<file path="src/logic/pci_parity.sv">
`timescale 1ns/1ps
module pci_parity
(
	input  logic        clk,
	input  logic        rst_i,
	input  logic [31:0] ad_i,
	input  logic [3:0]  cbe_i,
	input  logic        par_i,
	input  logic        ad_oe_i,
	input  logic        frame_n_i,
	input  logic        irdy_n_i,
	input  logic        trdy_n_i,
	input  logic        perr_en_i,
	output logic        par_o,
	output logic        par_oe_o,
	output logic        perr_n_o,
	output logic        perr_oe_o,
	output logic        parity_err_o
);
	logic calc_q;
	logic addr_chk_q;
	logic data_chk_q;
	logic perr_low_q;
	logic perr_high_q;
	logic wr_data_phase;
	logic addr_err;
	logic data_err;

	// a completed data phase that the target did not drive is a write.
	assign wr_data_phase = !irdy_n_i && !trdy_n_i && !ad_oe_i;

	// PAR always trails AD and CBE by one clock.
	assign addr_err = addr_chk_q && (par_i != calc_q);
	assign data_err = data_chk_q && (par_i != calc_q);

	always_ff @(posedge clk)
		calc_q <= ^{ad_i, cbe_i};

	always_ff @(posedge clk)
	begin
		if (rst_i)
		begin
			addr_chk_q   <= 1'b0;
			data_chk_q   <= 1'b0;
			par_oe_o     <= 1'b0;
			perr_low_q   <= 1'b0;
			perr_high_q  <= 1'b0;
			parity_err_o <= 1'b0;
		end
		else
		begin
			addr_chk_q   <= !frame_n_i && irdy_n_i;
			data_chk_q   <= wr_data_phase;
			par_oe_o     <= ad_oe_i;
			perr_low_q   <= data_err && perr_en_i;
			perr_high_q  <= perr_low_q; // one cycle high before release.
			parity_err_o <= addr_err || data_err;
		end
	end

	assign par_o     = calc_q;
	assign perr_n_o  = !perr_low_q;
	assign perr_oe_o = perr_low_q || perr_high_q;

	a_perr_after_write: assert property (@(posedge clk) disable iff (rst_i)
		(perr_oe_o && !perr_n_o) |-> $past(wr_data_phase, 2));

endmodule

</file>
<file path="config.mk">
export PLATFORM = sky130hd
export DESIGN_NAME = pci_parity
export DESIGN_NICKNAME = d
export VERILOG_FILES = /design/src/logic/pci_parity.sv
export SDC_FILE = /design/constraint.sdc
export NUM_CORES = 1
export LEC_CHECK = 0
export BUFFER_PORTS_ARGS = -buffer_cell sky130_fd_sc_hd__buf_2
export CAP_MARGIN = 20
export CORE_UTILIZATION = 37
export DETAILED_ROUTE_END_ITERATION = 7
export PLACE_DENSITY = 0.92
export SYNTH_ARGS = -nofsm -noshare
export SYNTH_HDL_FRONTEND = slang
export SYNTH_SLANG_ARGS = --single-unit
</file>
<file path="constraint.sdc">
create_clock -name clk -period 3.28 [get_ports clk]
set_input_delay 0.328 -clock clk [delete_from_list [all_inputs] [get_ports clk]]
set_output_delay 0.328 -clock clk [all_outputs]
set_load 0.01 [all_outputs]
</file>
==> flow_summary.json <==
{
  "via_per_inst": 4.27,
  "slew_headroom_pct": 85.8,
  "worstSetupStartpointType": "primary input",
  "ys_ff_latch": 7,
  "coreArea_sq_um": 1300,
  "pwr-share-clk_pct": 22.0,
  "post_cts_resized": 0,
  "status": "complete, but fails checks",
  "die_y_microns": 39.2,
  "routed_wl_mm": 1.06,
  "hold_buffers": 0,
  "clockBufferDepth": 2,
  "dr.pass1.iters": 5,
  "busiest_layer": "met2",
  "p_per_area_nw_per_um2": 445,
  "synth_top_family_by_area": "XOR/XNOR gates",
  "synth_area_sq_um": 512,
  "num_rows": 13,
  "path_max_fanout": 1,
  "met1_usage_pct": 10.7,
  "cp_slowest_stage_delay_ps": 420,
  "path_common_cell": "xnor2_1",
  "finalHoldViolCount": 0,
  "synth_compound_area_share_pct": 1.47,
  "violations": "design-rule violations",
  "ys_warn_count": 0,
  "diodes": 0,
  "htreeDepth": 1,
  "worst_pin_slew_ps": 211,
  "pwr-share-seq_pct": 28.4,
  "setup_viol": 0,
  "end_kind": "flop",
  "io_pins": 49,
  "min_period_over_period_pct": 42.2,
  "synth_top_area_share_pct": 51.3,
  "portBuffers": 48,
  "drive_gt1_share_pct": 50.5,
  "async_reset_ff_share_pct": 0,
  "slowest_stage": "xnor3_1",
  "maxSlewViolCount": 0,
  "clk_latency_ps": 250,
  "synthMuxAreaShare_pct": 0,
  "finalSetupTns_ps": 0,
  "grt_use_met3_pct": 1.73,
  "final.fill_count": 121,
  "fin_crit_ps": 1380,
  "die_w_microns": 39.2,
  "worst-setup-path-type": "in -> reg",
  "cts_root_buf": "clkbuf_4",
  "ant_nets": 0,
  "met2_usage_pct": 33.3,
  "synth.avg_cell_area_sq_um": 10.0,
  "ys_types": 12,
  "netlist_top_cells_area": "xnor2_1, dfxtp_1, xor2_1",
  "path_cells": "buf_2, xor2_1, xnor2_1, xnor2_1, xnor3_1, xnor2_1",
  "place.gp.congestion": 0.657,
  "grt_pass1_vias": 429,
  "p_sw_share_pct": 28.5,
  "worstPathArrival_ps": 1530,
  "vias": 504,
  "synthAdderAreaFrac_pct": 0,
  "synth_top_cell_by_area": "xnor2_1",
  "ys_seq_area_share_pct": 27.4,
  "synthXorXnorAreaFrac_pct": 62.6,
  "power.internal_uw": 254,
  "die-area_sq_um": 1540,
  "synth_edf_count": 0,
  "postCtsSetupBuffers": 0,
  "wl_per_cell_microns": 9.00,
  "peakVddDrop_mv": 0.194,
  "initial_core_util_pct": 39.3,
  "clkSlewWorstSetupHoldPaths_ps": 50,
  "hpwlAfterDp_microns": 961,
  "grt_usage_pct": 15.0,
  "power.leakage_uw": 0.000381,
  "globalRouteOverflowTotal": 0,
  "grt_setup_unrepaired": "no",
  "fmax_mhz": 723,
  "p_switching_uw": 101,
  "syn_nets": 95,
  "p_comb_share_pct": 49.6,
  "drv_cap": 0,
  "area_growth_pct": 55.7,
  "numCtsBuffers": 3,
  "synth_ff_type": "dfxtp_1",
  "postSynthCellCount": 51,
  "yosys.area_share.simple_pct": 7.82,
  "layout.nets": 148,
  "skew_ps": 0.170,
  "drtIter0Drc": 3,
  "antenna_found_initial": 0,
  "postLayoutCoreUtil_pct": 61.3,
  "clock_sinks": 7,
  "drcViolationCount": 2,
  "tritoncts": "yes",
  "synth_commonest_cells": "xnor2_1, dfxtp_1, xor2_1",
  "hold_path.class": "in -> reg",
  "required_ps": 3420,
  "grt_max_degree": 6,
  "yosysMostFrequentCell": "xnor2_1",
  "grt_pass1_wl_mm": 1.46
}
power groups by stage:
stage          clock network, uW  logic, uW  registers, uW
3_5_place_dp                   0        178            103
3_3_place_gp                   0        173            103
5_1_grt                     84.4        194            101
4_1_cts                     80.9        179            101
6_report                    78.0        176            101
2_1_floorplan                  0        126            107
layer usage:
metal	share of wire [%]	vias up
met4	1.0	0
met5	0	-
met1	29	209
met3	8.6	2
li1	-	261
met2	62	32
worst max-delay path: cells and delay by family:
family	cells	cell delay (ps)
XOR/XNOR	5	1100
buffers and inverters	1	100
stage by stage:
step                      hold slack, ps  area (sq um)  total power (uW)  setup WS, ps  std cells
final                                236           797               355          1900        118
after global routing                 235           797               380          1830        118
after CTS                            229           797               360          1880        118
after global placement               415           771               275          1720        114
after detailed placement             430           771               281          1610        114
after floorplan                      395           512               233          1850         51
final timing paths:
path,endpoint,from,slack [ps],cells past startpoint
hold reg to reg,parity_err_o$_SDFF_PP0_,addr_chk_q$_SDFF_PP0_,440,1
setup reg to reg,perr_low_q$_SDFF_PP0_,par_o$_DFF_P_,2470,3
hold / removal,addr_chk_q$_SDFF_PP0_,frame_n_i,240,2
setup / recovery,par_o$_DFF_P_,ad_i[24],1900,6
cell type report:
type / instances / area (sq um) / area share [%]
well taps: 15 / 18.8 / 2.35
multi-input cells: 43 / 368 / 46.2
flip-flops and latches: 7 / 140 / 17.6
repair buffers: 48 / 240 / 30.1
clock buffers: 4 / 26.3 / 3.30
inverters: 1 / 3.75 / 0.471
sequential cells by signal (all words and copies together) (netlist names):
| name | flops |
|---|---|
| perr_low_q | 1 |
| par_o | 1 |
| addr_chk_q | 1 |
| perr_high_q | 1 |
| parity_err_o | 1 |
| par_oe_o | 1 |
| data_chk_q | 1 |
kinds of logic after synthesis:
logic type,count (synthesis)
compound gates,1
xor+xnor,35
buf+inv,1
flops,7
simple gates,7
layout by cell type, fill, tap and decap left out, drive strengths merged:
master,count
dfxtp,7
nor3b,1
xor2,4
o21a,1
xnor3,1
nor2,2
nor4,1
xnor2,30
buf,48
inv,1
or2,1
nor2b,1
and3,1
clkbuf,4
Power figures use the tool's default switching activity.
