## src/logic/pci_target_pkg.sv

```systemverilog
package pci_target_pkg;

	// bus commands decoded by the target.
	typedef enum logic [3:0]
	{
		cmd_io_read    = 4'h2,
		cmd_io_write   = 4'h3,
		cmd_mem_read   = 4'h6,
		cmd_mem_write  = 4'h7,
		cmd_conf_read  = 4'hA,
		cmd_conf_write = 4'hB
	} pci_cmd_t;

	// which register set an access lands in.
	typedef enum logic [1:0]
	{
		space_none,
		space_cfg,
		space_mem,
		space_io
	} pci_space_t;

	localparam logic [15:0] VENDOR_ID = 16'h1e4f;
	localparam logic [15:0] DEVICE_ID = 16'h7a21;

	localparam int MEM_WORDS = 64; // 256 bytes behind BAR0.
	localparam int IO_WORDS  = 4;  // 16 bytes behind BAR1.

	localparam logic [31:0] BAR0_MASK = 32'hffff_ff00;
	localparam logic [31:0] BAR1_MASK = 32'hffff_fff0;

	// configuration register numbers, as dword index AD[7:2].
	localparam logic [5:0] REG_ID      = 6'd0;
	localparam logic [5:0] REG_CMD_STS = 6'd1;
	localparam logic [5:0] REG_BAR0    = 6'd4;
	localparam logic [5:0] REG_BAR1    = 6'd5;

	localparam int CMD_IO_EN   = 0;
	localparam int CMD_MEM_EN  = 1;
	localparam int CMD_PERR_EN = 6;

	// only the three enables are implemented in the command register.
	localparam logic [15:0] CMD_WR_MASK =
		(16'h1 << CMD_IO_EN) | (16'h1 << CMD_MEM_EN) | (16'h1 << CMD_PERR_EN);

	localparam int STS_DET_PERR = 15; // position in the upper half of register 1.

endpackage

```

## src/logic/pci_target_fsm.sv

```systemverilog
`timescale 1ns/1ps
module pci_target_fsm
	import pci_target_pkg::*;
(
	input  logic        clk,
	input  logic        rst_i,
	input  logic        frame_n_i,
	input  logic        irdy_n_i,
	input  logic        idsel_i,
	input  logic [31:0] ad_i,
	input  logic [3:0]  cbe_i,
	input  logic [31:0] bar0_i,
	input  logic [31:0] bar1_i,
	input  logic        io_en_i,
	input  logic        mem_en_i,
	input  logic [31:0] cfg_rdata_i,
	input  logic [31:0] mem_rdata_i,
	input  logic [31:0] io_rdata_i,
	output logic        devsel_n_o,
	output logic        trdy_n_o,
	output logic        ctl_oe_o,
	output logic [31:0] ad_o,
	output logic        ad_oe_o,
	output pci_space_t  space_o,
	output logic [5:0]  addr_o,
	output logic [3:0]  be_o,
	output logic        wr_o
);
	typedef enum logic [1:0] {st_idle, st_decode, st_data, st_turn} state_t;

	state_t     state_q;
	pci_cmd_t   cmd_q;
	pci_space_t space_q;
	pci_space_t hit_space;
	logic [5:0]  addr_q;
	logic [31:0] rdata;
	logic        addr_phase;
	logic        is_write;
	logic        bar0_hit;
	logic        bar1_hit;

	assign addr_phase = !frame_n_i && irdy_n_i;
	assign bar0_hit = ((ad_i ^ bar0_i) & BAR0_MASK) == '0;
	assign bar1_hit = ((ad_i ^ bar1_i) & BAR1_MASK) == '0;

	// address decode, valid only while the address phase is on the bus.
	always_comb
	begin
		hit_space = space_none;
		case (cbe_i)
			cmd_conf_read, cmd_conf_write:
				if (idsel_i && ad_i[1:0] == 2'b00)
					hit_space = space_cfg;
			cmd_mem_read, cmd_mem_write:
				if (mem_en_i && bar0_hit)
					hit_space = space_mem;
			cmd_io_read, cmd_io_write:
				if (io_en_i && bar1_hit)
					hit_space = space_io;
			default:
				hit_space = space_none;
		endcase
	end

	assign is_write = (cmd_q == cmd_io_write) || (cmd_q == cmd_mem_write) ||
		(cmd_q == cmd_conf_write);

	always_comb
	begin
		case (space_q)
			space_cfg: rdata = cfg_rdata_i;
			space_mem: rdata = mem_rdata_i;
			space_io:  rdata = io_rdata_i;
			default:   rdata = '0;
		endcase
	end

	always_ff @(posedge clk)
	begin
		if (rst_i)
		begin
			state_q    <= st_idle;
			space_q    <= space_none;
			devsel_n_o <= 1'b1;
			trdy_n_o   <= 1'b1;
			ctl_oe_o   <= 1'b0;
			ad_oe_o    <= 1'b0;
		end
		else
		begin
			case (state_q)
				st_idle:
					if (addr_phase && hit_space != space_none)
					begin
						space_q <= hit_space;
						state_q <= st_decode;
					end
				st_decode:
				begin
					devsel_n_o <= 1'b0;
					trdy_n_o   <= 1'b0;
					ctl_oe_o   <= 1'b1;
					ad_oe_o    <= !is_write; // AD turns around only for reads.
					state_q    <= st_data;
				end
				st_data:
					if (!irdy_n_i)
					begin
						devsel_n_o <= 1'b1;
						trdy_n_o   <= 1'b1;
						ad_oe_o    <= 1'b0;
						state_q    <= st_turn;
					end
				default:
				begin
					ctl_oe_o <= 1'b0; // lines were high for a cycle, now released.
					space_q  <= space_none;
					state_q  <= st_idle;
				end
			endcase
		end
	end

	always_ff @(posedge clk)
	begin
		if (state_q == st_idle && addr_phase)
		begin
			cmd_q  <= pci_cmd_t'(cbe_i);
			addr_q <= ad_i[7:2];
		end
		if (state_q == st_decode)
			ad_o <= rdata; // read word is on AD from edge N+1.
	end

	assign space_o = space_q;
	assign addr_o  = addr_q;
	assign be_o    = ~cbe_i;
	assign wr_o    = (state_q == st_data) && !irdy_n_i && is_write;

	a_trdy_needs_devsel: assert property (@(posedge clk) disable iff (rst_i)
		(ctl_oe_o && !trdy_n_o) |-> !devsel_n_o);

	a_wr_single: assert property (@(posedge clk) disable iff (rst_i)
		wr_o |=> !wr_o);

endmodule

```

## config.mk

```make
export PLATFORM = sky130hd
export DESIGN_NAME = pci_target_fsm
export DESIGN_NICKNAME = d
export VERILOG_FILES = /design/src/logic/pci_target_pkg.sv /design/src/logic/pci_target_fsm.sv
export SDC_FILE = /design/constraint.sdc
export NUM_CORES = 1
export LEC_CHECK = 0
export BUFFER_PORTS_ARGS = -buffer_cell sky130_fd_sc_hd__buf_2
export CAP_MARGIN = 20
export CELL_PAD_IN_SITES_DETAIL_PLACEMENT = 0
export CELL_PAD_IN_SITES_GLOBAL_PLACEMENT = 1
export CORE_MARGIN = 2
export CORE_UTILIZATION = 28
export CTS_CLUSTER_DIAMETER = 100
export DETAILED_ROUTE_END_ITERATION = 10
export PLACE_DENSITY_LB_ADDON = 0.1
export SLEW_MARGIN = 10
export SYNTH_ARGS = -nofsm -noshare
export SYNTH_HDL_FRONTEND = slang
export SYNTH_SLANG_ARGS = --single-unit
```

## constraint.sdc

```tcl
create_clock -name clk -period 2.44 [get_ports clk]
set_clock_uncertainty 0.05 [all_clocks]
set_input_delay 0.122 -clock clk [delete_from_list [all_inputs] [get_ports clk]]
set_output_delay 0.122 -clock clk [all_outputs]
set_load 0.05 [all_outputs]
```

==> summary.md <==
| Metric | Value |
|---|---|
| Status | complete, no violations |
| F_max | 432 MHz |
| Setup crit start kind | input pin |
| Netlist cell types | 41 |
| Setup tns final | 0 ns |
| Max Cap Violations | 0 |
| Setup CP Type | input pin to flip-flop |
| Tmin final | 2.32 ns |
| CP max stage delay | 0.58 ns |
| Final setup fails | 0 |
| Post-synth top cells | edfxtp_1, xor2_1, a22o_1, mux2_2, clkbuf_1 |
| CTS buffer count | 5 |
| Pre-Repair DR Iteration Count | 4 |
| Unrepaired setup endpoints after global routing | false |
| Placed insts | 636 |
| NumNets Final | 720 |
| Syn Nets | 474 |
| Max VDD drop | 0.000228 V |
| Power density cells | 422 nW/um2 |
| Die span in x | 109 um |
| Top cells by area, synth | edfxtp_1, xor2_1, mux2_2, a22o_1, dfxtp_1 |
| Worst reg2reg setup slack | 0.65 ns |
| Worst path slowest cell | dlygate4sd3_1 |
| Fill cells | 1054 |
| Synth area leader | edfxtp_1 |
| Sw Pwr | 0.471 mW |
| Final core occ | 43.5% |
| Io pins | 252 |
| Hold depth | 1 |
| Worst path arrival time | 2.46 ns |
| Slew headroom | 70.0% |
| Initial DRC count | 69 |
| Total wire length | 9980 um |
| Vias after detailed routing | 2982 |
| Top-area cell type share of the netlist area | 40.6% |
| Combinational Power Share | 18.8% |
| Cells on worst reg2reg path | 6 |
| Avg Cell Area, Syn | 11.6 um2 |
| First-pass GRT wire length | 14200 um |
| Critical path, cell by cell | dlygate4sd3_1, xor2_1, nor4_2, nand4_1, nor4_4, nor3_2, a221oi_2, mux2_1 |
| Cell area after synthesis | 3110 um2 |
| Vias in the first global route | 2957 |
| Fin crit share | 94.9% |
| HP Class | input pin to flip-flop |
| Pleak | 2.22 nW |
| Hold WS | 0.0228 ns |
| Worst setup EP type | flip-flop |
| Worst flop-to-flop path startpoint | state_q[0]$_SDFFE_PP0P_ |
| Core Region | 10800 um2 |
| Die area | 12000 um2 |
| Chip height | 109 um |
| RD Place Congestion | 0.849 |
| Non-Filler Instances | 655 |
| Ys async rst share | 0% |
| Register area share after synthesis | 45.1% |
| Initial Util | 28.7% |
| Hold path start | cbe_i[3] |
| CP bufs+invs | 1 |
| Worst-Skew Late Latency | 0.30 ns |
| Most common flop cell mapped by yosys | edfxtp_1 |
| Measured slew at the worst slew-check pin | 0.450 ns |
| R2r endpoint | state_q[0]$_SDFFE_PP0P_ |
| Initial antenna violation count | 1 |
| H-tree lvl count | 2 |
| Area growth syn-to-layout | 51.8% |
| IO buf count | 239 |
| Root Buffer | clkbuf_8 |
| GRT overflow | 0 |
| HPWL after DPL | 8010 um |
| Vias per cell | 4.55 |
| Cell family with most CP delay | simple AND/OR/NAND/NOR gates |
| CTS sink cnt | 49 |
| Antenna Nets Post-Route | 0 |
| Syn Inst Count | 267 |
| Internal | 1.52 mW |
| Mean routed wirelength per cell | 15.2 um |
| CP Max Fanout | 3 |
| Clock power frac | 35.5% |
| Number of synthesized flops with an enable pin | 42 |
| Clock transition at path regs | 0.10 ns |
| Slew Limit Fails | 0 |
| Worst hold endpoint | cmd_q[3]$_DFFE_PP_ |
| FP Rows | 38 |
| Sequential share of power | 45.8% |
| Final Hold Viols | 0 |
| Share of cells above drive strength 1 | 57.4% |
| Seq cells post-synth | 49 |
| Switching Fraction | 23.7% |
| Max Buffers Root-to-Sink | 2 |
| CTS tree | yes |
| Syn. warnings | 0 |
| Gr usage total | 15.5% |
| CP required | 2.58 ns |
| Largest net degree at the start of global routing | 34 |
| DRC | 0 |
[flip-flops by register name, summed over array words and instances, names as in the netlist]
register and flops:
ctl_oe_o 1, trdy_n_o 1, state_q 2, space_o 2, ad_o 32, addr_o 6, ad_oe_o 1, cmd_q 4
[kinds of logic after synthesis]
logic type / count (synthesis) / synth area share [%]
buffers and inverters: 29 / 3.62
muxes: 35 / 12.6
adders and majority gates: 4 / 1.61
xor gates and xnor gates: 48 / 13.5
and+or+nand+nor: 53 / 10.1
AOI/OAI and AO/OA: 49 / 13.5
DFF: 49 / 45.1
[cell type report]
class / count / area [um2] / area share [%]
tap: 140 / 175 / 3.71
inverter: 14 / 52.6 / 1.11
clock buffer: 5 / 68.8 / 1.46
multi-input combinational: 189 / 1600 / 34.0
antenna: 1 / 2.50 / 0.0530
clock inverter: 3 / 68.8 / 1.46
timing repair buffer: 254 / 1350 / 28.5
sequential: 49 / 1400 / 29.7
[through the flow]
step | cell area [um2] | setup slack, ns | power (mW)
6_report | 4720 | 0.124 | 1.99
3_5_place_dp | 4470 | 0.187 | 1.29
5_1_grt | 4720 | 0.000431 | 2.09
4_1_cts | 4700 | 0.0893 | 2.02
2_1_floorplan | 3110 | 0.368 | 1.09
3_3_place_gp | 4470 | 0.233 | 1.29
[repair_timing]
action	4_1_cts	5_1_grt
resized for setup	0	1
hold buffers	9	0
setup endpoints to repair	0	1
endpoints found under the hold margin	9	0
setup buffers	0	2
[cells in the final DEF, fill, tap and decap left out, drive strengths merged, types with 2 or more instances in the layout]
cell type / n
a21oi: 5
a22o: 32
a22oi: 2
buf: 245
bufinv: 2
clkbuf: 5
dfxtp: 7
dlygate4sd3: 9
edfxtp: 42
ha: 4
inv: 14
mux2: 33
mux2i: 2
nand2: 8
nand2b: 4
nand3: 3
nand4: 3
nand4b: 4
nor2: 13
nor2b: 2
nor3: 3
nor4: 10
xnor2: 6
xor2: 42
[worst max-delay path by stage]
stage                                       start                      end  slack [ns]  depth (start not counted)
after floorplan           space_o[1]$_SDFFE_PP0P_        ad_o[0]$_DFFE_PP_        0.37                          4
after global placement                 bar1_i[30]  state_q[0]$_SDFFE_PP0P_        0.23                          8
after detailed placement                 ad_i[17]  state_q[0]$_SDFFE_PP0P_        0.19                          8
after CTS                                 ad_i[5]  state_q[0]$_SDFFE_PP0P_        0.09                          9
after global routing                      ad_i[6]  state_q[0]$_SDFFE_PP0P_      0.0004                          8
final                                     ad_i[6]  state_q[0]$_SDFFE_PP0P_        0.12                          8
[power groups by stage]
stage	logic (mW)	registers [mW]	clock network, mW
6_report	0.373	0.911	0.705
5_1_grt	0.411	0.912	0.764
4_1_cts	0.377	0.911	0.732
3_5_place_dp	0.363	0.930	0
3_3_place_gp	0.361	0.930	0
2_1_floorplan	0.135	0.951	0
[routing by layer]
layer	up-vias	wire (um)	track usage, %
met3	12	804	3.68
met2	132	5080	29.6
li1	1489	-	-
met1	1349	3930	16.8
met4	0	169	4.52
met5	-	0	0
Power figures use the tool's default switching activity.
