<file path="src/logic/pci_target_pkg.sv">
package pci_target_pkg;

	// bus commands decoded by the target.
	typedef enum logic [3:0]
	{
		cmd_io_read    = 4'h2,
		cmd_io_write   = 4'h3,
		cmd_mem_read   = 4'h6,
		cmd_mem_write  = 4'h7,
		cmd_conf_read  = 4'hA,
		cmd_conf_write = 4'hB
	} pci_cmd_t;

	// which register set an access lands in.
	typedef enum logic [1:0]
	{
		space_none,
		space_cfg,
		space_mem,
		space_io
	} pci_space_t;

	localparam logic [15:0] VENDOR_ID = 16'h1e4f;
	localparam logic [15:0] DEVICE_ID = 16'h7a21;

	localparam int MEM_WORDS = 64; // 256 bytes behind BAR0.
	localparam int IO_WORDS  = 4;  // 16 bytes behind BAR1.

	localparam logic [31:0] BAR0_MASK = 32'hffff_ff00;
	localparam logic [31:0] BAR1_MASK = 32'hffff_fff0;

	// configuration register numbers, as dword index AD[7:2].
	localparam logic [5:0] REG_ID      = 6'd0;
	localparam logic [5:0] REG_CMD_STS = 6'd1;
	localparam logic [5:0] REG_BAR0    = 6'd4;
	localparam logic [5:0] REG_BAR1    = 6'd5;

	localparam int CMD_IO_EN   = 0;
	localparam int CMD_MEM_EN  = 1;
	localparam int CMD_PERR_EN = 6;

	// only the three enables are implemented in the command register.
	localparam logic [15:0] CMD_WR_MASK =
		(16'h1 << CMD_IO_EN) | (16'h1 << CMD_MEM_EN) | (16'h1 << CMD_PERR_EN);

	localparam int STS_DET_PERR = 15; // position in the upper half of register 1.

endpackage

</file>
<file path="src/logic/pci_config_space.sv">
`timescale 1ns/1ps
module pci_config_space
	import pci_target_pkg::*;
(
	input  logic        clk,
	input  logic        rst_i,
	input  pci_space_t  space_i,
	input  logic [5:0]  addr_i,
	input  logic [3:0]  be_i,
	input  logic        wr_i,
	input  logic [31:0] wdata_i,
	input  logic        parity_err_i,
	output logic [31:0] rdata_o,
	output logic [31:0] bar0_o,
	output logic [31:0] bar1_o,
	output logic        io_en_o,
	output logic        mem_en_o,
	output logic        perr_en_o
);
	logic [15:0] cmd_q;
	logic [15:0] status;
	logic [31:0] bar0_q;
	logic [31:0] bar1_q;
	logic        det_perr_q;
	logic        cfg_wr;
	logic        sts_clear;

	// replaces the enabled byte lanes of a register, keeping only writable bits.
	function automatic logic [31:0] merge_bytes(
		input logic [31:0] cur,
		input logic [31:0] wdata,
		input logic [3:0]  be,
		input logic [31:0] mask
	);
		logic [31:0] res;
		res = cur;
		for (int b = 0; b < 4; b++)
		begin
			if (be[b])
				res[8*b +: 8] = wdata[8*b +: 8] & mask[8*b +: 8];
		end
		return res;
	endfunction

	assign cfg_wr = wr_i && (space_i == space_cfg);
	assign sts_clear = cfg_wr && addr_i == REG_CMD_STS && be_i[(16 + STS_DET_PERR) / 8] &&
		wdata_i[16 + STS_DET_PERR];

	always_ff @(posedge clk)
	begin
		if (rst_i)
		begin
			cmd_q      <= '0;
			bar0_q     <= '0;
			bar1_q     <= '0;
			det_perr_q <= 1'b0;
		end
		else
		begin
			if (cfg_wr && addr_i == REG_CMD_STS)
			begin
				if (be_i[0])
					cmd_q[7:0] <= wdata_i[7:0] & CMD_WR_MASK[7:0];
				if (be_i[1])
					cmd_q[15:8] <= wdata_i[15:8] & CMD_WR_MASK[15:8];
			end
			if (cfg_wr && addr_i == REG_BAR0)
				bar0_q <= merge_bytes(bar0_q, wdata_i, be_i, BAR0_MASK);
			if (cfg_wr && addr_i == REG_BAR1)
				bar1_q <= merge_bytes(bar1_q, wdata_i, be_i, BAR1_MASK);
			if (parity_err_i)
				det_perr_q <= 1'b1; // a new error wins over a clear in the same cycle.
			else if (sts_clear)
				det_perr_q <= 1'b0;
		end
	end

	always_comb
	begin
		status = '0;
		status[STS_DET_PERR] = det_perr_q;
	end

	assign bar0_o = bar0_q;
	assign bar1_o = bar1_q | 32'h1; // bit 0 marks I/O space.

	always_comb
	begin
		case (addr_i)
			REG_ID:      rdata_o = {DEVICE_ID, VENDOR_ID};
			REG_CMD_STS: rdata_o = {status, cmd_q};
			REG_BAR0:    rdata_o = bar0_o;
			REG_BAR1:    rdata_o = bar1_o;
			default:     rdata_o = '0;
		endcase
	end

	assign io_en_o   = cmd_q[CMD_IO_EN];
	assign mem_en_o  = cmd_q[CMD_MEM_EN];
	assign perr_en_o = cmd_q[CMD_PERR_EN];

	a_bar_reserved: assert property (@(posedge clk) disable iff (rst_i)
		((bar0_o & ~BAR0_MASK) == '0) && ((bar1_o & ~BAR1_MASK) == 32'h1));

endmodule

</file>
<file path="config.mk">
export PLATFORM = sky130hd
export DESIGN_NAME = pci_config_space
export DESIGN_NICKNAME = d
export VERILOG_FILES = /design/src/logic/pci_target_pkg.sv /design/src/logic/pci_config_space.sv
export SDC_FILE = /design/constraint.sdc
export NUM_CORES = 1
export LEC_CHECK = 0
export BUFFER_PORTS_ARGS = -buffer_cell sky130_fd_sc_hd__buf_2
export CAP_MARGIN = 20
export CORE_ASPECT_RATIO = 1.4
export CORE_MARGIN = 2
export CORE_UTILIZATION = 40
export CTS_BUF_LIST = sky130_fd_sc_hd__clkbuf_2
export CTS_CLUSTER_DIAMETER = 100
export DETAILED_ROUTE_END_ITERATION = 10
export GPL_TIMING_DRIVEN = 0
export PLACE_DENSITY = 0.72
export SLEW_MARGIN = 20
export SYNTH_ARGS = -nofsm -noshare
export SYNTH_HDL_FRONTEND = slang
export SYNTH_SLANG_ARGS = --single-unit
</file>
<file path="constraint.sdc">
create_clock -name clk -period 6.25 [get_ports clk]
set_input_delay 0.9375 -clock clk [delete_from_list [all_inputs] [get_ports clk]]
set_output_delay 0.9375 -clock clk [all_outputs]
set_load 0.05 [all_outputs]
</file>
==> results of run 1 <==
worst paths after layout:
check / endpoint / from / cells past startpoint / slack, ns
hold / removal: bar1_q[4]$_SDFFE_PP0P_ / bar1_q[4]$_SDFFE_PP0P_ / 2 / 0.51
setup / recovery: rdata_o[11] / addr_i[5] / 6 / 2.01
hold reg to reg: bar1_q[4]$_SDFFE_PP0P_ / bar1_q[4]$_SDFFE_PP0P_ / 2 / 0.51
setup reg to reg: det_perr_q$_SDFFE_PP0P_ / det_perr_q$_SDFFE_PP0P_ / 2 / 5.51
stage by stage:
stage	power, mW	util (%)	std cells	hold WS (ns)	worst slack (ns)
after floorplan	0.418	-	296	0.476	2.52
after global placement	0.443	52.9	522	0.468	2.05
after detailed placement	0.444	52.9	522	0.477	2.01
after CTS	0.633	53.9	530	0.512	2.02
after global routing	0.656	53.9	530	0.527	1.99
final	0.629	53.9	530	0.506	2.01
flip-flops by register name (all words and copies together) (netlist names):
register	cells
cmd_q	3
bar0_o	24
bar1_q	28
det_perr_q	1
power by group through the flow:
| stage | Combinational [mW] | Sequential [mW] | Clock, mW |
|---|---|---|---|
| final | 0.0777 | 0.360 | 0.192 |
| after global routing | 0.0842 | 0.361 | 0.211 |
| after CTS | 0.0777 | 0.360 | 0.195 |
| after detailed placement | 0.0777 | 0.366 | 0 |
| after global placement | 0.0768 | 0.366 | 0 |
| after floorplan | 0.0515 | 0.367 | 0 |
cells by family (layout without fill, tap and decap cells):
group                  after synthesis  after routing  synth area share (%)
AND/OR/NAND/NOR                    112            112                  25.5
flip-flops                          56             56                  38.9
multiplexers                        55             55                  19.1
buffers and inverters               33            172                  7.12
AO/OA/AOI/OAI                       28             28                  9.04
other                                2             12                 0.261
final cells by class:
cell class / instances / area (um2) / area share [%]
buffer: 33 / 205 / 5.45
clock buffer: 5 / 25.0 / 0.665
clock inverter: 3 / 46.3 / 1.23
multi-input combinational: 207 / 1590 / 42.3
sequential: 56 / 1120 / 29.8
tap: 95 / 119 / 3.16
timing repair buffer: 131 / 656 / 17.4
synthesized netlist by cell type (all sizes together) (2+ instances only):
cell type	n	share of area, %
a221o	13	4.5
a22o	12	3.6
and2	3	0.65
buf	22	5.7
clkbuf	11	1.4
conb	2	0.26
dfxtp	56	39
mux2i	55	19
nand2b	86	19
nand4b	3	0.91
nor2	4	0.52
nor3	6	1.8
or4	3	1.1
worst max-delay path: stages:
cell and delay, ns:
sky130_fd_sc_hd__buf_2 0.11, sky130_fd_sc_hd__or4_2 0.70, sky130_fd_sc_hd__nor3_1 0.77, sky130_fd_sc_hd__buf_4 0.36, sky130_fd_sc_hd__a221o_1 0.15, sky130_fd_sc_hd__buf_2 0.26
layer usage:
metal | track usage [%] | wire [um]
met2 | 37.3 | 4390
met3 | 3.97 | 548
met4 | 6.52 | 141
met5 | 0 | 0
met1 | 25.7 | 3340
==> impl_results.html, run 1 <==
<table>
<tr><th>Metric</th><th>Value</th></tr>
<tr><th colspan="2">Layout</th></tr>
<tr><td>Fill cell total of the finished layout</td><td>638</td></tr>
<tr><td>Ant diodes</td><td>0</td></tr>
<tr><td>Most frequent standard cell in the layout excluding fill and tap cells</td><td>sky130_fd_sc_hd__buf_2</td></tr>
<tr><td>Fraction of final layout cells with drive strength greater than 1</td><td>38.2%</td></tr>
<tr><td>Design Area, Final</td><td>0.00376 mm2</td></tr>
<tr><td>NumNets Final</td><td>482</td></tr>
<tr><td>Commonest cells after routing, fill and taps aside</td><td>sky130_fd_sc_hd__buf_2, sky130_fd_sc_hd__nand2b_1, sky130_fd_sc_hd__dfxtp_1</td></tr>
<tr><td>Area Growth Syn to Fin</td><td>30.7%</td></tr>
<tr><th colspan="2">GRT</th></tr>
<tr><td>Global route overflow</td><td>0</td></tr>
<tr><td>Overall track demand over capacity in global routing</td><td>21.4%</td></tr>
<tr><td>Largest net degree at the start of global routing</td><td>19</td></tr>
<tr><td>Via count of the first global-routing pass</td><td>2525</td></tr>
<tr><td>Global-route wire length before repair</td><td>12.7 mm</td></tr>
<tr><td>Number of antenna violations at the first check in global routing</td><td>0</td></tr>
<tr><th colspan="2">Power and ir drop</th></tr>
<tr><td>Part of the power in registers</td><td>57.2%</td></tr>
<tr><td>Power per standard cell area</td><td>167 mW/mm2</td></tr>
<tr><td>Combinational share of power</td><td>12.3%</td></tr>
<tr><td>Switching power</td><td>0.170 mW</td></tr>
<tr><td>Switch share</td><td>27.0%</td></tr>
<tr><td>Internal power</td><td>0.460 mW</td></tr>
<tr><td>Clk network pwr share</td><td>30.4%</td></tr>
<tr><td>Maximum vdd drop</td><td>0.000140 V</td></tr>
<tr><td>LEAKAGE</td><td>1.93 nW</td></tr>
<tr><th colspan="2">Die</th></tr>
<tr><td>Die width</td><td>75.7 um</td></tr>
<tr><td>Placeable core area</td><td>0.00698 mm2</td></tr>
<tr><td>Number of top-level pins</td><td>147</td></tr>
<tr><td>Initial cell density of the core</td><td>41.3%</td></tr>
<tr><td>Height of the die</td><td>104 um</td></tr>
<tr><td>Count of standard-cell rows</td><td>36</td></tr>
<tr><td>Area enclosed by the die boundary</td><td>0.00790 mm2</td></tr>
<tr><th colspan="2">Clock network</th></tr>
<tr><td>Setup Buffers After CTS</td><td>0</td></tr>
<tr><td>Clock-pin slew on the worst setup and hold paths</td><td>0.29 ns</td></tr>
<tr><td>Number of clock sinks</td><td>56</td></tr>
<tr><td>Worst-case clock buffer depth</td><td>2</td></tr>
<tr><td>Number of hold buffers added after cts</td><td>0</td></tr>
<tr><td>Number of clock buffers inserted by TritonCTS</td><td>5</td></tr>
<tr><td>Worst-Skew Late Latency</td><td>0.44 ns</td></tr>
<tr><td>Root buffer cell</td><td>sky130_fd_sc_hd__clkbuf_2</td></tr>
<tr><td>Deepest level of the CTS H-tree</td><td>2</td></tr>
<tr><td>Post-cts gate resize count</td><td>0</td></tr>
<tr><td>TritonCTS clock tree</td><td>done</td></tr>
<tr><th colspan="2">Timing</th></tr>
<tr><td>Setup TNS Final</td><td>0 ns</td></tr>
<tr><td>Worst setup skew after layout</td><td>0 ns</td></tr>
<tr><td>Rel. slew slack</td><td>34.5%</td></tr>
<tr><td>Max-slew violation count</td><td>0</td></tr>
<tr><td>Setup repair after global routing missed its margin</td><td>no</td></tr>
<tr><td>Achievable frequency</td><td>236 MHz</td></tr>
<tr><td>Worst Tran Pin Value</td><td>0.975 ns</td></tr>
<tr><td>Number of failing setup endpoints in the final timing report</td><td>0</td></tr>
<tr><td>Tmin final</td><td>4.24 ns</td></tr>
<tr><td>Share of the cycle needed by the critical path after routing</td><td>67.8%</td></tr>
<tr><td>Number of hold-slack violations in the final timing report</td><td>0</td></tr>
<tr><th colspan="2">Drt</th></tr>
<tr><td>Final WL</td><td>8.43 mm</td></tr>
<tr><td>First-pass iteration count of the detailed router</td><td>5</td></tr>
<tr><td>Routed Antenna Nets</td><td>0</td></tr>
<tr><td>DR DRC count</td><td>0</td></tr>
<tr><td>Vias/cell</td><td>4.99</td></tr>
<tr><td>Number of DRC markers in iteration 0</td><td>66</td></tr>
<tr><td>Average routed wire per standard cell</td><td>15.9 um</td></tr>
<tr><td>Routed via count</td><td>2643</td></tr>
<tr><th colspan="2">Critical path</th></tr>
<tr><td>Arrival @ worst endpoint</td><td>3.30 ns</td></tr>
<tr><td>Startpoint types</td><td>primary input</td></tr>
<tr><td>Worst Setup End Kind</td><td>output pin</td></tr>
<tr><td>Setup CP Type</td><td>primary input to output pin</td></tr>
<tr><td>Worst endpoint required time</td><td>5.31 ns</td></tr>
<tr><td>CP max FO</td><td>11</td></tr>
<tr><th colspan="2">Yosys</th></tr>
<tr><td>Gate count of the mapped netlist</td><td>286</td></tr>
<tr><td>Yosys warning total</td><td>0</td></tr>
<tr><td>Main flop type after synthesis</td><td>sky130_fd_sc_hd__dfxtp_1</td></tr>
<tr><td>FF+latch count, synth</td><td>56</td></tr>
<tr><td>Average footprint of a synthesized cell</td><td>10.1 um2</td></tr>
<tr><td>Number of flops mapped to enable cells by yosys</td><td>0</td></tr>
<tr><td>Number of distinct library cells after synthesis</td><td>27</td></tr>
<tr><td>Sequential cell area fraction in the yosys report</td><td>38.9%</td></tr>
<tr><td>Synth async-reset ratio</td><td>0%</td></tr>
<tr><td>Cell area after synthesis</td><td>0.00288 mm2</td></tr>
<tr><th colspan="2">Placed design</th></tr>
<tr><td>RD Place Congestion</td><td>0.807</td></tr>
<tr><td>Buffers on Ports</td><td>131</td></tr>
<tr><td>Area post-placement</td><td>0.00369 mm2</td></tr>
<tr><td>HPWL after detailed placement</td><td>6.30 mm</td></tr>
<tr><th colspan="2">Worst hold path</th></tr>
<tr><td>Class of the most critical hold timing path</td><td>register to register</td></tr>
<tr><th colspan="2">Run</th></tr>
<tr><td>Max-Cap Viols</td><td>0</td></tr>
<tr><th colspan="2">Outcome</th></tr>
<tr><td>Run status</td><td>finished clean</td></tr>
</table>
(Power assumes the default switching activity.)
==> run 2: changes to the inputs <==
--- a/config.mk
+++ b/config.mk
@@ -5,6 +5,7 @@
 export SDC_FILE = /design/constraint.sdc
 export NUM_CORES = 1
 export LEC_CHECK = 0
+export ABC_AREA = 1
 export BUFFER_PORTS_ARGS = -buffer_cell sky130_fd_sc_hd__buf_2
 export CAP_MARGIN = 20
 export CORE_ASPECT_RATIO = 1.4
@@ -14,7 +15,7 @@
 export CTS_CLUSTER_DIAMETER = 100
 export DETAILED_ROUTE_END_ITERATION = 10
 export GPL_TIMING_DRIVEN = 0
-export PLACE_DENSITY = 0.72
+export PLACE_DENSITY = 0.71
 export SLEW_MARGIN = 20
 export SYNTH_ARGS = -nofsm -noshare
 export SYNTH_HDL_FRONTEND = slang
==> constraint.sdc (replaced) <==
create_clock -name clk -period 4.4 [get_ports clk]
set_input_delay 0.66 -clock clk [delete_from_list [all_inputs] [get_ports clk]]
set_output_delay 0.66 -clock clk [all_outputs]
set_load 0.05 [all_outputs]
==> run 2 against run 1 <==
Worst setup slack worse by 0.42 ns. Area after synthesis up 4.0%. Hold slack lost 0.11 ns. Register-to-register slack worse by 1.8 ns. Total power is 41% higher. Via count increased by 19%. Cell count increased by 33%. Utilization down 0.81 points. Count of clock-buffer cells in the layout up 1. Critical endpoint is now rdata_o[24]. Largest cell class unchanged. Largest power group unchanged.
==> impl_results.html, run 2 <==
<table>
<tr><th>Metric</th><th>Value</th></tr>
<tr><th colspan="2">GRT</th></tr>
<tr><td>Global-route wire length before repair</td><td>13.8 mm (+9.0%)</td></tr>
<tr><td>Global route overflow</td><td>0 (unchanged)</td></tr>
<tr><td>Number of antenna violations at the first check in global routing</td><td>0 (unchanged)</td></tr>
<tr><td>Via count of the first global-routing pass</td><td>2991 (+18%)</td></tr>
<tr><td>Largest net degree at the start of global routing</td><td>18 (-1)</td></tr>
<tr><td>Overall track demand over capacity in global routing</td><td>20.8% (-0.59 points)</td></tr>
<tr><th colspan="2">Drt</th></tr>
<tr><td>Vias/cell</td><td>4.47 (-10%)</td></tr>
<tr><td>Routed via count</td><td>3155 (+19%)</td></tr>
<tr><td>Number of DRC markers in iteration 0</td><td>108 (+64%)</td></tr>
<tr><td>Routed Antenna Nets</td><td>0 (unchanged)</td></tr>
<tr><td>First-pass iteration count of the detailed router</td><td>6 (+1)</td></tr>
<tr><td>Final WL</td><td>8.55 mm (+1.5%)</td></tr>
<tr><td>DR DRC count</td><td>0 (unchanged)</td></tr>
<tr><td>Average routed wire per standard cell</td><td>12.1 um (-24%)</td></tr>
<tr><th colspan="2">Layout</th></tr>
<tr><td>Final cell count without fillers</td><td>706 (+33%)</td></tr>
<tr><td>Ant diodes</td><td>0 (unchanged)</td></tr>
<tr><td>Design Area, Final</td><td>0.00388 mm2 (+3.2%)</td></tr>
<tr><td>Most flops, register</td><td>bar1_q</td></tr>
<tr><td>Final Util</td><td>53.1% (-0.81 points)</td></tr>
<tr><td>Largest register FFs</td><td>28 (unchanged)</td></tr>
<tr><td>Commonest cells after routing, fill and taps aside</td><td>sky130_fd_sc_hd__buf_2, sky130_fd_sc_hd__nand2_1, sky130_fd_sc_hd__nor2_1</td></tr>
<tr><td>Fraction of final layout cells with drive strength greater than 1</td><td>31.0% (-7.1 points)</td></tr>
<tr><td>Most frequent standard cell in the layout excluding fill and tap cells</td><td>sky130_fd_sc_hd__buf_2</td></tr>
<tr><td>NumNets Final</td><td>656 (+36%)</td></tr>
<tr><td>Area Growth Syn to Fin</td><td>29.7%</td></tr>
<tr><th colspan="2">Clock network</th></tr>
<tr><td>Number of clock sinks</td><td>56 (unchanged)</td></tr>
<tr><td>Number of hold buffers added after cts</td><td>0 (unchanged)</td></tr>
<tr><td>Worst-case clock buffer depth</td><td>2 (unchanged)</td></tr>
<tr><td>Deepest level of the CTS H-tree</td><td>2 (unchanged)</td></tr>
<tr><td>TritonCTS clock tree</td><td>done</td></tr>
<tr><td>Post-cts gate resize count</td><td>0 (unchanged)</td></tr>
<tr><td>Number of clock buffers inserted by TritonCTS</td><td>5 (unchanged)</td></tr>
<tr><td>Clock-pin slew on the worst setup and hold paths</td><td>0.27 ns (-0.02 ns)</td></tr>
<tr><td>Setup Buffers After CTS</td><td>0 (unchanged)</td></tr>
<tr><td>Root buffer cell</td><td>sky130_fd_sc_hd__clkbuf_2</td></tr>
<tr><td>Worst-Skew Late Latency</td><td>0.46 ns (+0.02 ns)</td></tr>
<tr><th colspan="2">Timing</th></tr>
<tr><td>Share of the cycle needed by the critical path after routing</td><td>63.7%</td></tr>
<tr><td>Minimum hold slack</td><td>0.393 ns (-0.112 ns)</td></tr>
<tr><td>Setup TNS Final</td><td>0 ns (unchanged)</td></tr>
<tr><td>Number of failing setup endpoints in the final timing report</td><td>0 (unchanged)</td></tr>
<tr><td>Final critical-path setup slack</td><td>1.60 ns (-0.416 ns)</td></tr>
<tr><td>Max-slew violation count</td><td>0 (unchanged)</td></tr>
<tr><td>Worst setup skew after layout</td><td>0 ns (unchanged)</td></tr>
<tr><td>Tmin final</td><td>2.80 ns</td></tr>
<tr><td>Rel. slew slack</td><td>62.5% (+28 points)</td></tr>
<tr><td>Worst Tran Pin Value</td><td>0.562 ns (-0.414 ns)</td></tr>
<tr><td>Number of hold-slack violations in the final timing report</td><td>0 (unchanged)</td></tr>
<tr><td>Setup repair after global routing missed its margin</td><td>no</td></tr>
<tr><td>Achievable frequency</td><td>357 MHz</td></tr>
<tr><th colspan="2">Placed design</th></tr>
<tr><td>RD Place Congestion</td><td>0.837 (+3.7%)</td></tr>
<tr><td>Area post-placement</td><td>0.00381 mm2 (+3.3%)</td></tr>
<tr><td>Post-placement cell count</td><td>698 (+34%)</td></tr>
<tr><td>Buffers on Ports</td><td>132 (+0.76%)</td></tr>
<tr><td>HPWL after detailed placement</td><td>6.57 mm (+4.2%)</td></tr>
<tr><td>Worst slack at placement</td><td>1.59 ns (-0.413 ns)</td></tr>
<tr><th colspan="2">Die</th></tr>
<tr><td>Initial cell density of the core</td><td>41.0% (-0.30 points)</td></tr>
<tr><td>Die width</td><td>77.1 um (+1.9%)</td></tr>
<tr><td>Number of top-level pins</td><td>147 (unchanged)</td></tr>
<tr><td>Placeable core area</td><td>0.00731 mm2 (+4.8%)</td></tr>
<tr><td>Height of the die</td><td>106 um (+1.9%)</td></tr>
<tr><td>Area enclosed by the die boundary</td><td>0.00821 mm2 (+3.8%)</td></tr>
<tr><td>Count of standard-cell rows</td><td>37 (+2.8%)</td></tr>
<tr><th colspan="2">Power and ir drop</th></tr>
<tr><td>LEAKAGE</td><td>2.37 nW (+22%)</td></tr>
<tr><td>Switch share</td><td>27.3% (+0.29 points)</td></tr>
<tr><td>Maximum vdd drop</td><td>0.000219 V (+57%)</td></tr>
<tr><td>Overall power of the completed layout</td><td>0.885 mW (+41%)</td></tr>
<tr><td>Internal power</td><td>0.643 mW (+40%)</td></tr>
<tr><td>Switching power</td><td>0.241 mW (+42%)</td></tr>
<tr><td>Part of the power in registers</td><td>57.8% (+0.6 points)</td></tr>
<tr><td>Clk network pwr share</td><td>30.2% (-0.2 points)</td></tr>
<tr><td>Power per standard cell area</td><td>228 mW/mm2 (+36%)</td></tr>
<tr><td>Combinational share of power</td><td>12.0% (-0.3 points)</td></tr>
<tr><th colspan="2">Yosys</th></tr>
<tr><td>Most area-hungry cell type in the Yosys netlist</td><td>sky130_fd_sc_hd__dfxtp_1</td></tr>
<tr><td>Leading cell type by number of instances after synthesis</td><td>sky130_fd_sc_hd__nand2_1</td></tr>
<tr><td>Cell types with the highest counts after synthesis</td><td>sky130_fd_sc_hd__nand2_1, sky130_fd_sc_hd__nor2_1, sky130_fd_sc_hd__inv_1</td></tr>
<tr><td>Number of flops mapped to enable cells by yosys</td><td>0 (unchanged)</td></tr>
<tr><td>Sequential cell area fraction in the yosys report</td><td>37.4% (-1.5 points)</td></tr>
<tr><td>Synth async-reset ratio</td><td>0% (unchanged)</td></tr>
<tr><td>Cell area after synthesis</td><td>0.00300 mm2 (+4.0%)</td></tr>
<tr><td>Yosys warning total</td><td>0 (unchanged)</td></tr>
<tr><td>Number of distinct library cells after synthesis</td><td>25 (-7.4%)</td></tr>
<tr><td>FF+latch count, synth</td><td>56 (unchanged)</td></tr>
<tr><td>Average footprint of a synthesized cell</td><td>6.53 um2 (-35%)</td></tr>
<tr><td>Main flop type after synthesis</td><td>sky130_fd_sc_hd__dfxtp_1</td></tr>
<tr><td>Biggest area contributors in the synthesized netlist</td><td>sky130_fd_sc_hd__dfxtp_1, sky130_fd_sc_hd__nand2_1, sky130_fd_sc_hd__nor2_1</td></tr>
<tr><td>Gate count of the mapped netlist</td><td>459 (+60%)</td></tr>
<tr><td>Post-synth top area share</td><td>37.4% (-1.5 points)</td></tr>
<tr><th colspan="2">Run</th></tr>
<tr><td>Max-Cap Viols</td><td>0 (unchanged)</td></tr>
<tr><th colspan="2">Critical path</th></tr>
<tr><td>Worst Setup End Kind</td><td>output pin</td></tr>
<tr><td>Arrival @ worst endpoint</td><td>2.14 ns (-1.16 ns)</td></tr>
<tr><td>CP max FO</td><td>10 (-1)</td></tr>
<tr><td>Setup CP Type</td><td>primary input to output pin</td></tr>
<tr><td>Worst endpoint required time</td><td>3.74 ns (-1.57 ns)</td></tr>
<tr><td>Register-to-register path setup slack</td><td>3.67 ns (-1.84 ns)</td></tr>
<tr><td>Startpoint types</td><td>primary input</td></tr>
<tr><th colspan="2">Worst hold path</th></tr>
<tr><td>Class of the most critical hold timing path</td><td>primary input to register</td></tr>
<tr><th colspan="2">Outcome</th></tr>
<tr><td>Run status</td><td>finished clean</td></tr>
</table>
==> run 2: layout make-up <==
cell class | instances | area (um2)
fillers | 727 | 3430
flip-flops and latches | 56 | 1120
inverters | 75 | 282
multi-input cells | 308 | 1410
repair buffers | 132 | 661
clock buffers | 6 | 30.0
plain buffers | 30 | 219
well taps | 97 | 121
clock inverters | 2 | 38.8
==> run 2: logic make-up (layout without fill, tap and decap cells) <==
logic type	count (synthesis)	in the layout	synth area share (%)
AOI/OAI and AO/OA	40	40	7.35
buffers and inverters	105	245	16.7
DFF	56	56	37.4
other	2	12	0.251
and+or+nand+nor	256	256	38.3
==> run 2: layer usage <==
metal / global-route usage (%) / up-vias / share of wire (%)
li1: - / 1639 / -
met1: 22.7 / 1384 / 40
met2: 38.9 / 121 / 52
met3: 4.50 / 11 / 6.8
met4: 7.53 / 0 / 1.9
met5: 0 / - / 0
==> run 2: power by group through the flow <==
stage          clock network [mW]  logic [mW]  registers [mW]
2_1_floorplan                   0      0.0641           0.522
3_3_place_gp                    0       0.105           0.520
3_5_place_dp                    0       0.106           0.520
4_1_cts                     0.274       0.106           0.512
5_1_grt                     0.289       0.114           0.512
6_report                    0.267       0.106           0.512
==> run 2: critical path, cell delays in order <==
cell and delay [ns]:
sky130_fd_sc_hd__buf_2 0.12, sky130_fd_sc_hd__nor2_4 0.16, sky130_fd_sc_hd__nand2_2 0.11, sky130_fd_sc_hd__nor2_8 0.19, sky130_fd_sc_hd__inv_1 0.14, sky130_fd_sc_hd__buf_2 0.25, sky130_fd_sc_hd__o22ai_1 0.21, sky130_fd_sc_hd__buf_2 0.30
==> run 2: final timing paths <==
path                           start  cells after the start                       to
max                        addr_i[5]                      8              rdata_o[24]
min                            rst_i                      2  bar1_q[31]$_SDFFE_PP0P_
max reg2reg  bar1_q[20]$_SDFFE_PP0P_                      4  bar1_q[20]$_SDFFE_PP0P_
min reg2reg  det_perr_q$_SDFFE_PP0P_                      2  det_perr_q$_SDFFE_PP0P_
==> run 3: changes to the inputs <==
--- a/config.mk
+++ b/config.mk
@@ -5,7 +5,7 @@
 export SDC_FILE = /design/constraint.sdc
 export NUM_CORES = 1
 export LEC_CHECK = 0
-export ABC_AREA = 1
+export ABC_AREA = 0
 export BUFFER_PORTS_ARGS = -buffer_cell sky130_fd_sc_hd__buf_2
 export CAP_MARGIN = 20
 export CORE_ASPECT_RATIO = 1.4
@@ -15,7 +15,7 @@
 export CTS_CLUSTER_DIAMETER = 100
 export DETAILED_ROUTE_END_ITERATION = 10
 export GPL_TIMING_DRIVEN = 0
-export PLACE_DENSITY = 0.71
+export PLACE_DENSITY = 0.72
 export SLEW_MARGIN = 20
 export SYNTH_ARGS = -nofsm -noshare
 export SYNTH_HDL_FRONTEND = slang
==> constraint.sdc (replaced) <==
create_clock -name clk -period 2.6 [get_ports clk]
set_input_delay 0.39 -clock clk [delete_from_list [all_inputs] [get_ports clk]]
set_output_delay 0.39 -clock clk [all_outputs]
set_load 0.05 [all_outputs]
==> run 3 against run 2 <==
Sequential power rose by 69%. Count of clock-buffer cells in the layout did not move. Utilization rose by 1.6 points. Clock power rose by 34%. First-iteration DRC count rose by 0.93%. Clock skew did not move. Wire length fell by 2.5%. Critical path type unchanged. Largest cell class unchanged.
==> impl_results.html, run 3 (synthesis results as in run 1) <==
<table>
<tr><th>Metric</th><th>Value</th></tr>
<tr><th colspan="2">Timing</th></tr>
<tr><td>Max-slew violation count</td><td>0 (unchanged)</td></tr>
<tr><td>Setup repair after global routing missed its margin</td><td>yes</td></tr>
<tr><td>Rel. slew slack</td><td>50.2% (-12 points)</td></tr>
<tr><td>Worst Tran Pin Value</td><td>0.741 ns (+0.179 ns)</td></tr>
<tr><td>Share of the cycle needed by the critical path after routing</td><td>98.1%</td></tr>
<tr><td>Achievable frequency</td><td>392 MHz</td></tr>
<tr><td>Number of failing setup endpoints in the final timing report</td><td>0 (unchanged)</td></tr>
<tr><td>Number of hold-slack violations in the final timing report</td><td>0 (unchanged)</td></tr>
<tr><td>Setup TNS Final</td><td>0 ns (unchanged)</td></tr>
<tr><td>Final critical-path setup slack</td><td>0.0499 ns (-1.55 ns)</td></tr>
<tr><td>Minimum hold slack</td><td>0.145 ns (-0.248 ns)</td></tr>
<tr><td>Worst setup skew after layout</td><td>0 ns (unchanged)</td></tr>
<tr><td>Tmin final</td><td>2.55 ns</td></tr>
<tr><th colspan="2">Layout</th></tr>
<tr><td>NumNets Final</td><td>483 (-26%)</td></tr>
<tr><td>Sequential cell area</td><td>0.00112 mm2 (unchanged)</td></tr>
<tr><td>Most frequent standard cell in the layout excluding fill and tap cells</td><td>sky130_fd_sc_hd__buf_2</td></tr>
<tr><td>Fill cell total of the finished layout</td><td>651 (-10%)</td></tr>
<tr><td>Final cell count without fillers</td><td>531 (-25%)</td></tr>
<tr><td>Area taken by multi-input logic gates</td><td>0.00162 mm2 (+15%)</td></tr>
<tr><td>Final Util</td><td>54.7% (+1.6 points)</td></tr>
<tr><td>Largest register FFs</td><td>28 (unchanged)</td></tr>
<tr><td>Commonest cells after routing, fill and taps aside</td><td>sky130_fd_sc_hd__buf_2, sky130_fd_sc_hd__nand2b_1, sky130_fd_sc_hd__dfxtp_1</td></tr>
<tr><td>Ant diodes</td><td>0 (unchanged)</td></tr>
<tr><td>Fraction of final layout cells with drive strength greater than 1</td><td>40.6% (+9.6 points)</td></tr>
<tr><td>Most flops, register</td><td>bar1_q</td></tr>
<tr><td>Area Growth Syn to Fin</td><td>32.5%</td></tr>
<tr><th colspan="2">Critical path</th></tr>
<tr><td>Startpoint types</td><td>primary input</td></tr>
<tr><td>CP max FO</td><td>10 (unchanged)</td></tr>
<tr><td>Cell with the most instances on the worst path</td><td>sky130_fd_sc_hd__buf_2</td></tr>
<tr><td>Slowest-stage cell, CP</td><td>sky130_fd_sc_hd__or4b_1</td></tr>
<tr><td>Buffer and inverter count on the worst path</td><td>4 (unchanged)</td></tr>
<tr><td>Peak per-stage delay on the critical path</td><td>0.56 ns (+0.26 ns)</td></tr>
<tr><td>Arrival @ worst endpoint</td><td>2.16 ns (+0.02 ns)</td></tr>
<tr><td>Worst Setup End Kind</td><td>output pin</td></tr>
<tr><td>Setup CP Type</td><td>primary input to output pin</td></tr>
<tr><td>Ordered cell list for the critical path</td><td>buf_2, or4b_1, buf_6, nor3_4, buf_4, a221o_2, buf_2</td></tr>
<tr><td>Largest delay contributor family on the critical path</td><td>buffers and inverters</td></tr>
<tr><td>Worst endpoint required time</td><td>2.21 ns (-1.53 ns)</td></tr>
<tr><th colspan="2">Clock network</th></tr>
<tr><td>Number of clock sinks</td><td>56 (unchanged)</td></tr>
<tr><td>TritonCTS clock tree</td><td>done</td></tr>
<tr><td>Clock-pin slew on the worst setup and hold paths</td><td>0.26 ns (about the same)</td></tr>
<tr><td>Deepest level of the CTS H-tree</td><td>2 (unchanged)</td></tr>
<tr><td>Number of hold buffers added after cts</td><td>0 (unchanged)</td></tr>
<tr><td>Number of clock buffers inserted by TritonCTS</td><td>5 (unchanged)</td></tr>
<tr><td>Worst-case clock buffer depth</td><td>2 (unchanged)</td></tr>
<tr><td>Worst-Skew Late Latency</td><td>0.47 ns (about the same)</td></tr>
<tr><td>Root buffer cell</td><td>sky130_fd_sc_hd__clkbuf_2</td></tr>
<tr><th colspan="2">GRT</th></tr>
<tr><td>Global-route wire length before repair</td><td>13.0 mm (-6.2%)</td></tr>
<tr><td>Via count of the first global-routing pass</td><td>2542 (-15%)</td></tr>
<tr><td>Overall track demand over capacity in global routing</td><td>21.6% (+0.79 points)</td></tr>
<tr><td>Global route overflow</td><td>0 (unchanged)</td></tr>
<tr><td>Number of antenna violations at the first check in global routing</td><td>0 (unchanged)</td></tr>
<tr><td>Largest net degree at the start of global routing</td><td>18 (unchanged)</td></tr>
<tr><th colspan="2">Drt</th></tr>
<tr><td>First-pass iteration count of the detailed router</td><td>4 (-2)</td></tr>
<tr><td>Met2 layer wire length in the routed design</td><td>4.37 mm (-1.0%)</td></tr>
<tr><td>Routed Antenna Nets</td><td>0 (unchanged)</td></tr>
<tr><td>Final WL</td><td>8.34 mm (-2.5%)</td></tr>
<tr><td>DR DRC count</td><td>0 (unchanged)</td></tr>
<tr><td>Routed metal-1 wire length</td><td>3.36 mm (-0.88%)</td></tr>
<tr><td>Number of DRC markers in iteration 0</td><td>109 (+0.93%)</td></tr>
<tr><td>Highest metal layer with signal wires</td><td>met4</td></tr>
<tr><td>Vias/cell</td><td>4.89 (+9.5%)</td></tr>
<tr><td>Average routed wire per standard cell</td><td>15.7 um (+30%)</td></tr>
<tr><td>Routed length on met3</td><td>523 um (-10%)</td></tr>
<tr><td>Routed via count</td><td>2598 (-18%)</td></tr>
<tr><th colspan="2">Die</th></tr>
<tr><td>Placeable core area</td><td>0.00698 mm2 (-4.6%)</td></tr>
<tr><td>Number of top-level pins</td><td>147 (unchanged)</td></tr>
<tr><td>Height of the die</td><td>104 um (-1.9%)</td></tr>
<tr><td>Area enclosed by the die boundary</td><td>0.00790 mm2 (-3.7%)</td></tr>
<tr><td>Count of standard-cell rows</td><td>36 (-2.7%)</td></tr>
<tr><td>Initial cell density of the core</td><td>41.3% (+0.30 points)</td></tr>
<tr><td>Die width</td><td>75.7 um (-1.8%)</td></tr>
<tr><th colspan="2">Power and ir drop</th></tr>
<tr><td>Maximum vdd drop</td><td>0.000235 V (+7.0%)</td></tr>
<tr><td>Power per standard cell area</td><td>370 mW/mm2 (+62%)</td></tr>
<tr><td>LEAKAGE</td><td>1.94 nW (-18%)</td></tr>
<tr><th colspan="2">Placed design</th></tr>
<tr><td>HPWL after detailed placement</td><td>6.17 mm (-6.1%)</td></tr>
<tr><td>Worst slack at placement</td><td>-0.469 ns (-2.06 ns)</td></tr>
<tr><td>Post-placement cell count</td><td>522 (-25%)</td></tr>
<tr><td>RD Place Congestion</td><td>0.846 (+1.1%)</td></tr>
<tr><td>Buffers on Ports</td><td>131 (-0.76%)</td></tr>
<tr><th colspan="2">Worst hold path</th></tr>
<tr><td>Class of the most critical hold timing path</td><td>primary input to register</td></tr>
<tr><th colspan="2">Outcome</th></tr>
<tr><td>Run status</td><td>finished clean</td></tr>
<tr><th colspan="2">Run</th></tr>
<tr><td>Max-Cap Viols</td><td>0 (unchanged)</td></tr>
</table>
-- run 3: cell types whose count changed in the layout (fill, tap and decap cells not counted), sizes merged, moves of 7 or more --
cell / before / now
nor2: 119 / 4
a21oi: 13 / 0
mux2i: 0 / 55
nand3: 9 / 1
clkbuf: 7 / 17
o21ai: 13 / 0
buf: 161 / 154
a221o: 0 / 13
o22ai: 12 / 0
nand2b: 0 / 86
nand2: 122 / 0
a22o: 0 / 12
inv: 76 / 0
-- run 3: through the flow --
stage          cell area, um2  power (mW)
2_1_floorplan            2930        1.01
3_3_place_gp             3700        1.07
3_5_place_dp             3700        1.07
4_1_cts                  3810        1.42
5_1_grt                  3820        1.48
6_report                 3820        1.41
-- run 3: layer usage --
layer | global-route usage [%] | up-vias
met5 | 0 | -
met2 | 37.5 | 114
met1 | 25.9 | 1205
met4 | 5.39 | 0
li1 | - | 1271
met3 | 5.23 | 8
-- run 3: power by group --
part	switching, mW	leakage, nW	internal (mW)
clock network	0.285	0.0292	0.0718
registers	0.00110	0.451	0.864
logic	0.114	1.46	0.0758
total	0.400	1.94	1.01
-- run 3: final cells by class --
type | count | share of cell area, %
Multi-Input combinational cell | 207 | 42.5
Clock inverter | 2 | 0.426
Timing Repair Buffer | 132 | 18.0
Clock buffer | 6 | 0.787
Buffer | 33 | 5.77
Tap cell | 95 | 3.11
Sequential cell | 56 | 29.4
-- run 3: final timing paths --
check | startpoint | slack (ns) | endpoint | cells after the start
worst min register to register | bar1_q[7]$_SDFFE_PP0P_ | 0.51 | bar1_q[7]$_SDFFE_PP0P_ | 2
worst max register to register | det_perr_q$_SDFFE_PP0P_ | 1.86 | det_perr_q$_SDFFE_PP0P_ | 2
worst max-delay path | addr_i[5] | 0.05 | rdata_o[11] | 7
worst min-delay path | wdata_i[1] | 0.15 | cmd_q[1]$_SDFFE_PP0P_ | 3
-- run 3: what timing repair did --
item                                    CTS  global route
buffers inserted                          1             0
resized for setup                        19             1
endpoints found under the hold margin     0             0
pin swaps                                 1             0
endpoints found under the setup margin   31            17
-- run 3: worst register-to-register path: stages (launching register included) --
cell and delay (ns):
sky130_fd_sc_hd__dfxtp_1 0.41, sky130_fd_sc_hd__nor2_1 0.05, sky130_fd_sc_hd__a311oi_1 0.22
